==> config.mk <==
export PLATFORM = sky130hd
export DESIGN_NAME = pipelineDatapath
export DESIGN_NICKNAME = d
export VERILOG_FILES = /design/src/design/rvPkg.sv /design/src/design/aluUnit.sv /design/src/design/regFile.sv /design/src/design/fetchStage.sv /design/src/design/decodeStage.sv /design/src/design/executeStage.sv /design/src/design/memWbStage.sv /design/src/design/pipelineDatapath.sv
export VERILOG_INCLUDE_DIRS = /design/src /design/src/include
export SDC_FILE = /design/constraint.sdc
export NUM_CORES = 2
export LEC_CHECK = 0
export ABC_CLOCK_PERIOD_IN_PS = 6390
export BUFFER_PORTS_ARGS = -buffer_cell sky130_fd_sc_hd__buf_4
export CAP_MARGIN = 25
export CORE_MARGIN = 3
export CORE_UTILIZATION = 40
export DETAILED_ROUTE_END_ITERATION = 10
export PLACE_DENSITY = 0.65
export SYNTH_ARGS = -nofsm -noshare
export SYNTH_HDL_FRONTEND = slang
export SYNTH_SLANG_ARGS = --single-unit
export TNS_END_PERCENT = 100
==> constraint.sdc <==
create_clock -name clk -period 6.39 [get_ports clk]
set_input_delay 0.3195 -clock clk [delete_from_list [all_inputs] [get_ports clk]]
set_output_delay 0.3195 -clock clk [all_outputs]
set_load 0.01 [all_outputs]
==> src/include/riscvDefs.svh <==
// Opcode, nop and reset-PC constants for the RV32 datapath
// Pulled into the RTL package and into the testbench with `include
`ifndef riscvDefsSvh
`define riscvDefsSvh

// Control-flow opcodes
`define opBranch 7'b1100011
`define opJal    7'b1101111
`define opJalr   7'b1100111

// addi x0, x0, 0
`define nopInstr 32'h0000_0013

// PC after reset
`define pcStart  32'h0000_0000

`endif

==> src/design/rvPkg.sv <==
// Widths, control encodings and stage-boundary types of the RV32 datapath
// Design files refer to these by scoped name
package rvPkg;

`include "riscvDefs.svh"

    localparam int xlen     = 32;
    localparam int regAddrW = 5;
    localparam int numRegs  = 32;

    typedef logic [regAddrW-1:0] addrT;
    typedef logic [xlen-1:0]     wordT;

    localparam wordT resetPc = `pcStart;
    localparam wordT nopWord = `nopInstr;

    typedef enum logic [2:0] {
        immI = 3'd0,
        immS = 3'd1,
        immB = 3'd2,
        immJ = 3'd3,
        immU = 3'd4
    } immSrcT;

    typedef enum logic [2:0] {
        aluAdd = 3'b000,
        aluSub = 3'b001,
        aluAnd = 3'b010,
        aluOr  = 3'b011,
        aluXor = 3'b100,
        aluSlt = 3'b101
    } aluOpT;

    typedef enum logic [1:0] {
        fwdReg = 2'b00,
        fwdWb  = 2'b01,
        fwdMem = 2'b10
    } fwdSelT;

    typedef enum logic [1:0] {
        resMem     = 2'b00,
        resAlu     = 2'b01,
        resPcPlus4 = 2'b10,
        resImm     = 2'b11
    } resultSrcT;

    // One instruction word, read as R-type fields or as a U-type word
    typedef union packed {
        struct packed {
            logic [6:0] funct7;
            addrT       rs2;
            addrT       rs1;
            logic [2:0] funct3;
            addrT       rd;
            logic [6:0] opcode;
        } rView;
        struct packed {
            logic [19:0] upperImm;
            addrT        rd;
            logic [6:0]  opcode;
        } uView;
    } instrU;

    typedef struct packed {
        logic [6:0] op;
        logic [2:0] funct3;
        logic       funct7b5;
        addrT       rs1;
        addrT       rs2;
        addrT       rd;
    } decodeFieldsT;

    typedef struct packed {
        logic   stallF;
        logic   stallD;
        logic   flushD;
        logic   flushE;
        fwdSelT forwardA;
        fwdSelT forwardB;
    } hazardCtrlT;

    typedef struct packed {
        wordT rd1;
        wordT rd2;
        wordT pc;
        wordT pcPlus4;
        wordT imm;
        addrT rs1;
        addrT rs2;
        addrT rd;
    } idExT;

    typedef struct packed {
        wordT aluResult;
        wordT writeData;
        wordT imm;
        wordT pcPlus4;
        addrT rd;
    } exMemT;

endpackage

==> src/design/aluUnit.sv <==
// Integer ALU for the execute stage with zero flag for branch compare
`timescale 1ns/1ps

module aluUnit (
    input  rvPkg::wordT  a_i,
    input  rvPkg::wordT  b_i,
    input  rvPkg::aluOpT op_i,
    output rvPkg::wordT  result_o,
    output logic         zero_o
);

    always_comb begin
        case (op_i)
            rvPkg::aluAdd: result_o = a_i + b_i;
            rvPkg::aluSub: result_o = a_i - b_i;
            rvPkg::aluAnd: result_o = a_i & b_i;
            rvPkg::aluOr:  result_o = a_i | b_i;
            rvPkg::aluXor: result_o = a_i ^ b_i;
            // Signed less-than as a zero-extended word
            rvPkg::aluSlt: result_o = rvPkg::wordT'($signed(a_i) < $signed(b_i));
            default:       result_o = a_i + b_i;
        endcase
    end

    assign zero_o = (result_o == '0);

    // A subtract gives zero exactly when the operands match
    always_comb begin
        zeroOnEqualSub: assert #0 ((op_i != rvPkg::aluSub) || (zero_o == (a_i == b_i)))
            else $error("zero flag disagrees with operand compare on subtract");
    end

endmodule

==> src/design/regFile.sv <==
// 32 x 32 integer register file, two read ports and one write port
// Reads of the register being written return the new value in the same cycle
`timescale 1ns/1ps

module regFile (
    input  logic        clk,
    input  logic        reset,
    input  rvPkg::addrT rs1_i,
    input  rvPkg::addrT rs2_i,
    input  rvPkg::addrT rd_i,
    input  logic        we_i,
    input  rvPkg::wordT wd_i,
    output rvPkg::wordT rd1_o,
    output rvPkg::wordT rd2_o
);

    rvPkg::wordT regs [rvPkg::numRegs];

    // x0 never takes a write
    always_ff @(posedge clk) begin
        if (reset) begin
            regs <= '{default: '0};
        end else if (we_i && (rd_i != '0)) begin
            regs[rd_i] <= wd_i;
        end
    end

    // Write-through bypass with x0 hardwired
    always_comb begin
        if (rs1_i == '0)
            rd1_o = '0;
        else if (we_i && (rd_i == rs1_i))
            rd1_o = wd_i;
        else
            rd1_o = regs[rs1_i];

        if (rs2_i == '0)
            rd2_o = '0;
        else if (we_i && (rd_i == rs2_i))
            rd2_o = wd_i;
        else
            rd2_o = regs[rs2_i];
    end

    // A stored word shows on the read port in the following cycle
    writeReadsBack: assert property (
        @(posedge clk) disable iff (reset)
        (we_i && (rd_i != '0)) |=>
            (rs1_i != $past(rd_i)) || (we_i && (rd_i == rs1_i)) || (rd1_o == $past(wd_i))
    ) else $error("register read missed the previous write");

endmodule

==> src/design/fetchStage.sv <==
// Fetch stage: PC register with stall and branch redirect, and the IF/ID register
`timescale 1ns/1ps

module fetchStage (
    input  logic              clk,
    input  logic              reset,
    input  rvPkg::hazardCtrlT hazardCtrl_i,
    input  logic              pcSrcE_i,
    input  rvPkg::wordT       pcTargetE_i,
    input  rvPkg::wordT       instrF_i,
    output rvPkg::wordT       pcF_o,
    output rvPkg::instrU      instrD_o,
    output rvPkg::wordT       pcD_o,
    output rvPkg::wordT       pcPlus4D_o
);

    rvPkg::wordT pcPlus4F;

    assign pcPlus4F = pcF_o + 32'd4;

    // Redirect wins over a fetch stall
    always_ff @(posedge clk) begin
        if (reset) begin
            pcF_o <= rvPkg::resetPc;
        end else if (pcSrcE_i) begin
            pcF_o <= pcTargetE_i;
        end else if (!hazardCtrl_i.stallF) begin
            pcF_o <= pcPlus4F;
        end
    end

    // Flushed decode sees a nop
    always_ff @(posedge clk) begin
        if (reset || hazardCtrl_i.flushD) begin
            instrD_o   <= rvPkg::instrU'(rvPkg::nopWord);
            pcD_o      <= '0;
            pcPlus4D_o <= '0;
        end else if (!hazardCtrl_i.stallD) begin
            instrD_o   <= rvPkg::instrU'(instrF_i);
            pcD_o      <= pcF_o;
            pcPlus4D_o <= pcPlus4F;
        end
    end

    redirectLandsOnTarget: assert property (
        @(posedge clk) disable iff (reset)
        pcSrcE_i |=> (pcF_o == $past(pcTargetE_i))
    ) else $error("PC missed branch target after redirect");

endmodule

==> src/design/decodeStage.sv <==
// Decode stage: field extraction, immediate extension, register file read
// and the ID/EX register, cleared on flushE
`timescale 1ns/1ps

module decodeStage (
    input  logic                clk,
    input  logic                reset,
    input  rvPkg::instrU        instrD_i,
    input  rvPkg::wordT         pcD_i,
    input  rvPkg::wordT         pcPlus4D_i,
    input  rvPkg::immSrcT       immSrcD_i,
    input  logic                flushE_i,
    input  logic                regWriteW_i,
    input  rvPkg::addrT         rdW_i,
    input  rvPkg::wordT         resultW_i,
    output rvPkg::decodeFieldsT fields_o,
    output rvPkg::idExT         idEx_o
);

    rvPkg::wordT rd1D;
    rvPkg::wordT rd2D;
    rvPkg::wordT immD;
    logic        signBit;
    rvPkg::idExT idExD;

    assign fields_o.op       = instrD_i.rView.opcode;
    assign fields_o.funct3   = instrD_i.rView.funct3;
    assign fields_o.funct7b5 = instrD_i.rView.funct7[5];
    assign fields_o.rs1      = instrD_i.rView.rs1;
    assign fields_o.rs2      = instrD_i.rView.rs2;
    assign fields_o.rd       = instrD_i.rView.rd;

    assign signBit = instrD_i.rView.funct7[6];

    // Immediates rebuilt from the R-type field slices
    always_comb begin
        case (immSrcD_i)
            rvPkg::immI: immD = {{20{signBit}}, instrD_i.rView.funct7, instrD_i.rView.rs2};
            rvPkg::immS: immD = {{20{signBit}}, instrD_i.rView.funct7, instrD_i.rView.rd};
            rvPkg::immB: immD = {{20{signBit}}, instrD_i.rView.rd[0],
                                 instrD_i.rView.funct7[5:0], instrD_i.rView.rd[4:1], 1'b0};
            rvPkg::immJ: immD = {{12{signBit}}, instrD_i.rView.rs1, instrD_i.rView.funct3,
                                 instrD_i.rView.rs2[0], instrD_i.rView.funct7[5:0],
                                 instrD_i.rView.rs2[4:1], 1'b0};
            rvPkg::immU: immD = {instrD_i.uView.upperImm, 12'b0};
            default:     immD = '0;
        endcase
    end

    regFile regFile_i (
        .clk   (clk),
        .reset (reset),
        .rs1_i (instrD_i.rView.rs1),
        .rs2_i (instrD_i.rView.rs2),
        .rd_i  (rdW_i),
        .we_i  (regWriteW_i),
        .wd_i  (resultW_i),
        .rd1_o (rd1D),
        .rd2_o (rd2D)
    );

    always_comb begin
        idExD.rd1     = rd1D;
        idExD.rd2     = rd2D;
        idExD.pc      = pcD_i;
        idExD.pcPlus4 = pcPlus4D_i;
        idExD.imm     = immD;
        idExD.rs1     = instrD_i.rView.rs1;
        idExD.rs2     = instrD_i.rView.rs2;
        idExD.rd      = instrD_i.rView.rd;
    end

    // A flush turns the slot into a bubble writing x0
    always_ff @(posedge clk) begin
        if (reset || flushE_i)
            idEx_o <= '0;
        else
            idEx_o <= idExD;
    end

endmodule

==> src/design/executeStage.sv <==
// Execute stage: operand forwarding, ALU, branch target adder and the EX/MEM register
`timescale 1ns/1ps

module executeStage (
    input  logic          clk,
    input  logic          reset,
    input  rvPkg::idExT   idEx_i,
    input  rvPkg::fwdSelT forwardA_i,
    input  rvPkg::fwdSelT forwardB_i,
    input  rvPkg::wordT   forwardDataM_i,
    input  rvPkg::wordT   resultW_i,
    input  logic          aluSrcE_i,
    input  rvPkg::aluOpT  aluControlE_i,
    output rvPkg::wordT   pcTargetE_o,
    output logic          zeroE_o,
    output rvPkg::exMemT  exMem_o
);

    rvPkg::wordT  srcA;
    rvPkg::wordT  writeDataE;
    rvPkg::wordT  srcB;
    rvPkg::wordT  aluResultE;
    rvPkg::exMemT exMemE;

    // Same three-way choice for both operands
    function automatic rvPkg::wordT fwdMux(
        input rvPkg::fwdSelT sel,
        input rvPkg::wordT   regVal,
        input rvPkg::wordT   wbVal,
        input rvPkg::wordT   memVal
    );
        case (sel)
            rvPkg::fwdWb:  return wbVal;
            rvPkg::fwdMem: return memVal;
            default:       return regVal;
        endcase
    endfunction

    assign srcA       = fwdMux(forwardA_i, idEx_i.rd1, resultW_i, forwardDataM_i);
    assign writeDataE = fwdMux(forwardB_i, idEx_i.rd2, resultW_i, forwardDataM_i);

    // aluSrc high selects the immediate
    assign srcB = aluSrcE_i ? idEx_i.imm : writeDataE;

    aluUnit aluUnit_i (
        .a_i      (srcA),
        .b_i      (srcB),
        .op_i     (aluControlE_i),
        .result_o (aluResultE),
        .zero_o   (zeroE_o)
    );

    // Branch and jal target
    assign pcTargetE_o = idEx_i.pc + idEx_i.imm;

    always_comb begin
        exMemE.aluResult = aluResultE;
        exMemE.writeData = writeDataE;
        exMemE.imm       = idEx_i.imm;
        exMemE.pcPlus4   = idEx_i.pcPlus4;
        exMemE.rd        = idEx_i.rd;
    end

    always_ff @(posedge clk) begin
        if (reset)
            exMem_o <= '0;
        else
            exMem_o <= exMemE;
    end

endmodule

==> src/design/memWbStage.sv <==
// Memory and writeback stages: forward-value mux, MEM/WB register and result mux
// The memory-stage value feeds the execute forwarding path
`timescale 1ns/1ps

module memWbStage (
    input  logic             clk,
    input  logic             reset,
    input  rvPkg::exMemT     exMem_i,
    input  rvPkg::resultSrcT resultSrcM_i,
    input  rvPkg::resultSrcT resultSrcW_i,
    input  rvPkg::wordT      readDataM_i,
    output rvPkg::wordT      forwardDataM_o,
    output rvPkg::wordT      resultW_o,
    output rvPkg::addrT      rdW_o
);

    rvPkg::wordT aluResultW;
    rvPkg::wordT readDataW;
    rvPkg::wordT immW;
    rvPkg::wordT pcPlus4W;

    // Load data is not ready here, so a load forwards the address
    always_comb begin
        case (resultSrcM_i)
            rvPkg::resPcPlus4: forwardDataM_o = exMem_i.pcPlus4;
            rvPkg::resImm:     forwardDataM_o = exMem_i.imm;
            default:           forwardDataM_o = exMem_i.aluResult;
        endcase
    end

    always_ff @(posedge clk) begin
        if (reset) begin
            aluResultW <= '0;
            readDataW  <= '0;
            immW       <= '0;
            pcPlus4W   <= '0;
            rdW_o      <= '0;
        end else begin
            aluResultW <= exMem_i.aluResult;
            readDataW  <= readDataM_i;
            immW       <= exMem_i.imm;
            pcPlus4W   <= exMem_i.pcPlus4;
            rdW_o      <= exMem_i.rd;
        end
    end

    always_comb begin
        case (resultSrcW_i)
            rvPkg::resMem:     resultW_o = readDataW;
            rvPkg::resAlu:     resultW_o = aluResultW;
            rvPkg::resPcPlus4: resultW_o = pcPlus4W;
            rvPkg::resImm:     resultW_o = immW;
            default:           resultW_o = aluResultW;
        endcase
    end

endmodule

==> src/design/pipelineDatapath.sv <==
// Top of the five-stage RV32 datapath
// Controller, hazard unit and both memories sit outside and drive the strobes
`timescale 1ns/1ps

module pipelineDatapath (
    input  logic                clk,
    input  logic                reset,
    input  rvPkg::wordT         instrF_i,
    input  rvPkg::hazardCtrlT   hazardCtrl_i,
    input  rvPkg::immSrcT       immSrcD_i,
    input  logic                aluSrcE_i,
    input  rvPkg::aluOpT        aluControlE_i,
    input  logic                pcSrcE_i,
    input  rvPkg::resultSrcT    resultSrcM_i,
    input  rvPkg::resultSrcT    resultSrcW_i,
    input  logic                regWriteW_i,
    input  rvPkg::wordT         readDataM_i,
    output rvPkg::wordT         pcF_o,
    output rvPkg::decodeFieldsT decodeFields_o,
    output rvPkg::addrT         rs1E_o,
    output rvPkg::addrT         rs2E_o,
    output rvPkg::addrT         rdE_o,
    output rvPkg::addrT         rdM_o,
    output rvPkg::addrT         rdW_o,
    output logic                zeroE_o,
    output rvPkg::wordT         aluResultM_o,
    output rvPkg::wordT         writeDataM_o
);

    rvPkg::instrU instrD;
    rvPkg::wordT  pcD;
    rvPkg::wordT  pcPlus4D;
    rvPkg::idExT  idExE;
    rvPkg::exMemT exMemM;
    rvPkg::wordT  pcTargetE;
    rvPkg::wordT  forwardDataM;
    rvPkg::wordT  resultW;

    fetchStage fetchStage_i (
        .clk          (clk),
        .reset        (reset),
        .hazardCtrl_i (hazardCtrl_i),
        .pcSrcE_i     (pcSrcE_i),
        .pcTargetE_i  (pcTargetE),
        .instrF_i     (instrF_i),
        .pcF_o        (pcF_o),
        .instrD_o     (instrD),
        .pcD_o        (pcD),
        .pcPlus4D_o   (pcPlus4D)
    );

    decodeStage decodeStage_i (
        .clk         (clk),
        .reset       (reset),
        .instrD_i    (instrD),
        .pcD_i       (pcD),
        .pcPlus4D_i  (pcPlus4D),
        .immSrcD_i   (immSrcD_i),
        .flushE_i    (hazardCtrl_i.flushE),
        .regWriteW_i (regWriteW_i),
        .rdW_i       (rdW_o),
        .resultW_i   (resultW),
        .fields_o    (decodeFields_o),
        .idEx_o      (idExE)
    );

    executeStage executeStage_i (
        .clk            (clk),
        .reset          (reset),
        .idEx_i         (idExE),
        .forwardA_i     (hazardCtrl_i.forwardA),
        .forwardB_i     (hazardCtrl_i.forwardB),
        .forwardDataM_i (forwardDataM),
        .resultW_i      (resultW),
        .aluSrcE_i      (aluSrcE_i),
        .aluControlE_i  (aluControlE_i),
        .pcTargetE_o    (pcTargetE),
        .zeroE_o        (zeroE_o),
        .exMem_o        (exMemM)
    );

    memWbStage memWbStage_i (
        .clk            (clk),
        .reset          (reset),
        .exMem_i        (exMemM),
        .resultSrcM_i   (resultSrcM_i),
        .resultSrcW_i   (resultSrcW_i),
        .readDataM_i    (readDataM_i),
        .forwardDataM_o (forwardDataM),
        .resultW_o      (resultW),
        .rdW_o          (rdW_o)
    );

    // Register indices seen by the hazard unit
    assign rs1E_o = idExE.rs1;
    assign rs2E_o = idExE.rs2;
    assign rdE_o  = idExE.rd;
    assign rdM_o  = exMemM.rd;

    // Data memory address and store data
    assign aluResultM_o = exMemM.aluResult;
    assign writeDataM_o = exMemM.writeData;

endmodule

# After elaboration in Yosys (flattened, before gate mapping)
# Cells that the tools add are included.
# totals
ff_bits,1593
latchBits,0
ramBits,0
romBits,0
in_bits,87
output_inout_bits,148
word_cells,124
n_memories,0
# op_classes
add_sub_neg,4
n_mul,0
n_div,0
n_lt_le_gt_ge,5
eq_ne,21
shifts,0
n_mux,20
n_bitwise,6
n_reduce_logical,14
# ops
cell,n
$bwmux 1024,1
$bmux 32 s5,2
$mux 32,10
$pmux 32 s5,2
$pmux 32 s2,3
$demux 32 s5,1
$pmux 32 s4,1
$add 32x32->32,2
$add 32x3->32 const B,1
$and 32x32->32,1
$logic_not 32->1,1
$lt 32x32->1,1
$or 32x32->32,1
$sub 32x32->32,1
$xor 32x32->32,1
$ge 6x6->1 const B,3
$not 5->6,3
$eq 2x2->1 const B,6
$eq 3x2->1 const B,4
$eq 5x5->1,2
$logic_not 5->1,2
$eq 3x3->1 const B,3
$eq 2x1->1 const B,3
$eq 3x1->1 const B,2
8 further kinds,13

# Depth between registers and ports, before layout
# logic_depth
ltp_word,7
ltp_mapped,21
depth_no_buf,19

# By module
# Synthesis repeated with hierarchy kept, for this count alone.
# unflattened
hier_cells,9271
area_unflattened_um2,80820.0
# modules_own_cells
mod,instances,cells_per_inst,area_each_um2
regFile,1,6052,52344.0
executeStage,1,801,6646.4
aluUnit,1,923,6018.3
fetchStage,1,624,5536.6
decodeStage,1,445,5207.5
memWbStage,1,426,5067.4

# Worst setup path after synthesis
# No wires, ideal clock.
# synth_timing
path_kind,input-to-output
start,input resultSrcW_i[0]
end,output zeroE_o
t_arrival_ns,5.028
t_required_ns,6.070
setup_slack_ns,1.042
stages,21
path_buffers,3
path_cell_list,clkbuf_1 buf_1 mux4_2 clkbuf_1 a22oi_1 nor2_1 a21oi_1 o21ai_0 ha_1 fa_1 nor2b_1 o21a_1 o21a_1 a21oi_2 nor3_1 o21ai_0 xnor2_1 nand2_1 a2111oi_4 nand4_1 nor2_1
# synth_via
elab_chain_cells,7
word_cells_on_any_way,16
# synth_rtl
element,line_no,source
from (decl),pipelineDatapath.sv:15,"input rvPkg::resultSrcT resultSrcW_i,"
"$eq 2x2->1, or another cell as far along",memWbStage.sv:48,case (resultSrcW_i)
$pmux 32 s4 *,memWbStage.sv:48,
$pmux 32 s2,executeStage.sv:32,case (sel)
$mux 32,executeStage.sv:43,assign srcB = aluSrcE_i ? idEx_i.imm : writeDataE;
"$add 32x32->32, or another cell as far along","aluUnit.sv:14, aluUnit.sv:21",
$pmux 32 s5 *,aluUnit.sv:13,case (op_i)
$logic_not 32->1 *,aluUnit.sv:25,assign zero_o = (result_o == '0);
to (decl),pipelineDatapath.sv:25,"output logic zeroE_o,"
# Mark *: on every way between the ends. The rest lies on a longest branch, timed or not.

# Worst setup path after layout
# layout_timing
start,register memWbStage_i.immW[2]
end,output zeroE_o
# layout_via
elab_chain_cells,6
word_cells_on_any_way,12
# layout_rtl
element,line_no,source
from (decl),memWbStage.sv:19,rvPkg::wordT immW;
from (signal assigned),memWbStage.sv:41,immW <= exMem_i.imm;
$pmux 32 s4 *,memWbStage.sv:48,
$pmux 32 s2,executeStage.sv:32,
$mux 32,executeStage.sv:43,
"$add 32x32->32, or another cell as far along","aluUnit.sv:14, aluUnit.sv:21",
$pmux 32 s5 *,aluUnit.sv:13,
$logic_not 32->1 *,aluUnit.sv:25,
# Marks and branches as above.

==> results by group <==
Timing
  • RSZ-0062 raised after global routing: no
  • Setup-violating endpoint count in the final report: 0
  • Post-route setup TNS: 0 ns
  • Relative slew slack: 0.101
  • Final Hold Violating Endpoints: 0
  • Max Clk Rate: 0.161 GHz
  • Period utilization: 0.974
  • Post-route minimum period: 6.23 ns
  • Final Max Tran Viols: 0
  • Clock Skew: 0.0934 ns
  • Tightest Pin Transition: 1.35 ns

Power
  • PwrDens: 248 mW/mm^2
  • Peak supply drop: 0.259 mV
  • Static leakage: 30.9 nW

Critical path
  • Crit path top cell by count: buf_4
  • Slowest cell on the critical path: mux4_2
  • Kind of start point of the critical path: register
  • CP peak stage delay: 0.48 ns
  • Crit Path Class: reg -> out
  • Critical path fanouts, max: 34
  • Arrival time worst endpoint: 5.91 ns
  • CP required: 6.07 ns
  • CP Capture Type: primary output
  • Critical-path cell list: mux4_2 > buf_4 > a22oi_1 > o21ai_0 > ha_1 > buf_4 > nor2b_1 > nor3_2 > o211ai_1 > a32oi_1 > o31ai_1 > o41ai_1 > buf_4 > a2111o_1 > nand4_1 > nor4_1 > nand4_1 > nor2_1 > buf_4

Routing
  • Detailed-route DRC error count: 0
  • Final antenna-violating net count: 0
  • Starting DRT DRC Count: 9560
  • Pre-Repair DR Iteration Count: 8
  • Total Wirelength: 326 mm
  • Wire per inst: 28.1 um
  • Via-to-Cell Ratio: 6.15
  • Vias: 71507

Clock tree
  • Clk buf depth: 3
  • # Post-CTS Setup Buffers: 0
  • Clk slew on worst S/H paths: 0.06 ns
  • CTS Sinks: 1589
  • CTS buffer count: 170
  • CTS tree: yes
  • H-tree levels: 4
  • Clk Latency, worst-skew pair: 0.86 ns
  • Root Buffer: clkbuf_16

Floorplan
  • FP Rows: 163
  • Top-Level Pins: 235
  • Die Span X: 453 um
  • Vert. Die Dim: 453 um
  • Die area: 0.205 sq mm
  • Initial core utilization: 0.404
  • Core area: 0.198 sq mm

Global route
  • GRT Overall Usage: 0.308
  • First-pass GRT wire length: 470 mm
  • Largest net degree at the start of global routing: 235
  • GR met2 Demand/Resource: 0.467
  • Vias in the first global route: 68860
  • Initial antenna violation count: 20
  • Met1 Track Usage GR: 0.373
  • GR peak layer: met2
  • Gr ovfl total: 0
  • Met3 Use GR: 0.0930

Synth
  • Syn Nets: 9292
  • Post-synth EDFFs: 0
  • Asr flop ratio synth: 0
  • Synth Area in XOR/XNOR: 0.00964
  • Mapped Cells: 9070
  • Mux contribution to synthesized area: 0.197
  • Cell Area, Synth: 0.0800 sq mm
  • Main combinational cell family by area after synthesis: multiplexers
  • Simple-gate share of the synthesized area: 0.176
  • Register area share after synthesis: 0.398
  • Mean Syn Cell Area: 8.82 sq um
  • Area share of fa/ha/maj cells after synthesis: 0.0214
  • Synth cell types: 88
  • Ys flop type: dfxtp_1
  • Synth warn: 0
  • Synth Area in Compound Gates: 0.142
  • FF+latch count, synth: 1589

Placed design
  • Dpl cell area: 0.0834 sq mm
  • DPL Wire Length: 208 mm
  • DP Cell Count: 11212
  • PortBufs: 234
  • RD Place Congestion: 0.969

Cells and area
  • Most frequent cells in the layout: 2196 x nand2_1, 1579 x dfxtp_1, 1258 x a21oi_1
  • Most common cell after layout, fill and taps aside: nand2_1
  • Design Area, Final: 0.0901 sq mm
  • Final Non-Filler Cells: 11618
  • Area growth, synth to finish: 12.7%
  • Share of layout cells above drive strength 1: 0.160
  • Final core utilization: 0.455
  • Nets: 9044

Flow run
  • Maxcap violations: 0

Min path
  • HP Class: in -> reg

Run status
  • Status: complete, no violations
==> synthesized netlist by cell type, drive strengths merged (5+ instances only) <==
cell | instances | area, sq um
and3 | 18 | 113
o21bai | 5 | 37.5
o211ai | 53 | 398
a221o | 26 | 260
nor4 | 17 | 119
xnor2 | 45 | 394
nand2 | 2202 | 8270
o31a | 7 | 61.3
clkbuf | 699 | 2620
or2 | 20 | 125
a22oi | 70 | 526
o221ai | 25 | 219
o311ai | 5 | 43.8
mux2i | 321 | 3210
nand4 | 14 | 93.8
a211o | 6 | 52.6
o2111ai | 5 | 43.8
a31oi | 15 | 93.8
dfxtp | 1589 | 31800
a21o | 45 | 338
nor2 | 493 | 1850
or3 | 23 | 144
o22ai | 66 | 413
nand2b | 39 | 244
ha | 132 | 1650
and2 | 97 | 607
a21oi | 1260 | 6310
o311a | 5 | 61.3
buf | 262 | 1460
inv | 106 | 398
mux2 | 53 | 597
nor3 | 42 | 220
a221oi | 41 | 365
nor2b | 274 | 1720
xor2 | 43 | 377
o21a | 49 | 368
o21ai | 143 | 719
nand3b | 7 | 52.6
o31ai | 15 | 113
nand3 | 58 | 295
a211oi | 87 | 653
nor3b | 10 | 75.1
mux4 | 530 | 11900
==> worst max-delay path, delay by kind of cell (launching register included) <==
kind	cells	cell delay [ns]
flip-flops	1	0.29
multiplexers	1	0.48
AO/OA/AOI/OAI	7	1.76
AND/OR/NAND/NOR	6	1.32
adder cells (fa/ha/maj)	1	0.43
buffers and inverters	4	0.80
==> cell families after synthesis <==
group                      after synthesis
muxes                                  904
DFF                                   1589
and+or+nand+nor                       3327
adders and majority gates              135
buffers and inverters                 1067
xor gates and xnor gates                88
AOI/OAI and AO/OA                     1960
==> power by group <==
part           internal, W  switching [W]
registers          0.00998       0.000137
logic             0.000608        0.00123
clock network      0.00597        0.00440
==> cell type report <==
type | instances | area [sq um]
Sequential cell | 1589 | 31800
Tap cell | 2640 | 3300
Timing Repair Buffer | 541 | 4630
Multi-Input combinational cell | 6414 | 44000
Inverter | 106 | 398
Clock inverter | 72 | 938
Clock buffer | 241 | 4940
Antenna cell | 15 | 37.5
Fill cell | 18631 | 108000
==> through the flow <==
stage | hold slack, ns | total power, W | worst slack, ns
6_report | 0.0387 | 0.0223 | 0.165
5_1_grt | 0.0442 | 0.0229 | 0.0104
4_1_cts | 0.00186 | 0.0223 | 0.0373
3_5_place_dp | 0.427 | 0.0121 | 0.378
3_3_place_gp | 0.432 | 0.0121 | 0.493
2_1_floorplan | 0.414 | 0.0114 | 1.04
==> per-layer routing <==
metal / routed length (um) / part of all wire
met5: 289 / 0.00089
met4: 26000 / 0.080
met1: 119000 / 0.36
met3: 38400 / 0.12
met2: 143000 / 0.44
==> registers in the layout, summed over array words and instances, names as in the netlist <==
name / count
fetchStage_i.instrD_o: 32
fetchStage_i.pcD_o: 30
memWbStage_i.aluResultW: 32
decodeStage_i.regFile_i.regs: 1024
memWbStage_i.pcPlus4W: 32
memWbStage_i.rdW_o: 5
fetchStage_i.pcF_o: 32
executeStage_i.exMem_o: 133
decodeStage_i.idEx_o: 173
fetchStage_i.pcPlus4D_o: 32
memWbStage_i.readDataW: 32
memWbStage_i.immW: 32
==> final timing paths <==
path,slack [ns],startpoint,to,depth (start not counted)
setup / recovery,0.16,memWbStage_i.immW[2],zeroE_o,19
hold / removal,0.04,hazardCtrl_i[6],fetchStage_i.instrD_o[25],3
setup reg to reg,1.42,memWbStage_i.immW[2],executeStage_i.exMem_o[128],16
hold reg to reg,0.43,decodeStage_i.idEx_o[78],executeStage_i.exMem_o[36],1
==> what timing repair did <==
action                                  CTS  global route
gates resized for setup                   0             6
endpoints found under the setup margin    0             1
endpoints found under the hold margin    80             0
hold buffers                             74             0
Note: power is estimated with default switching activity, not from simulation.
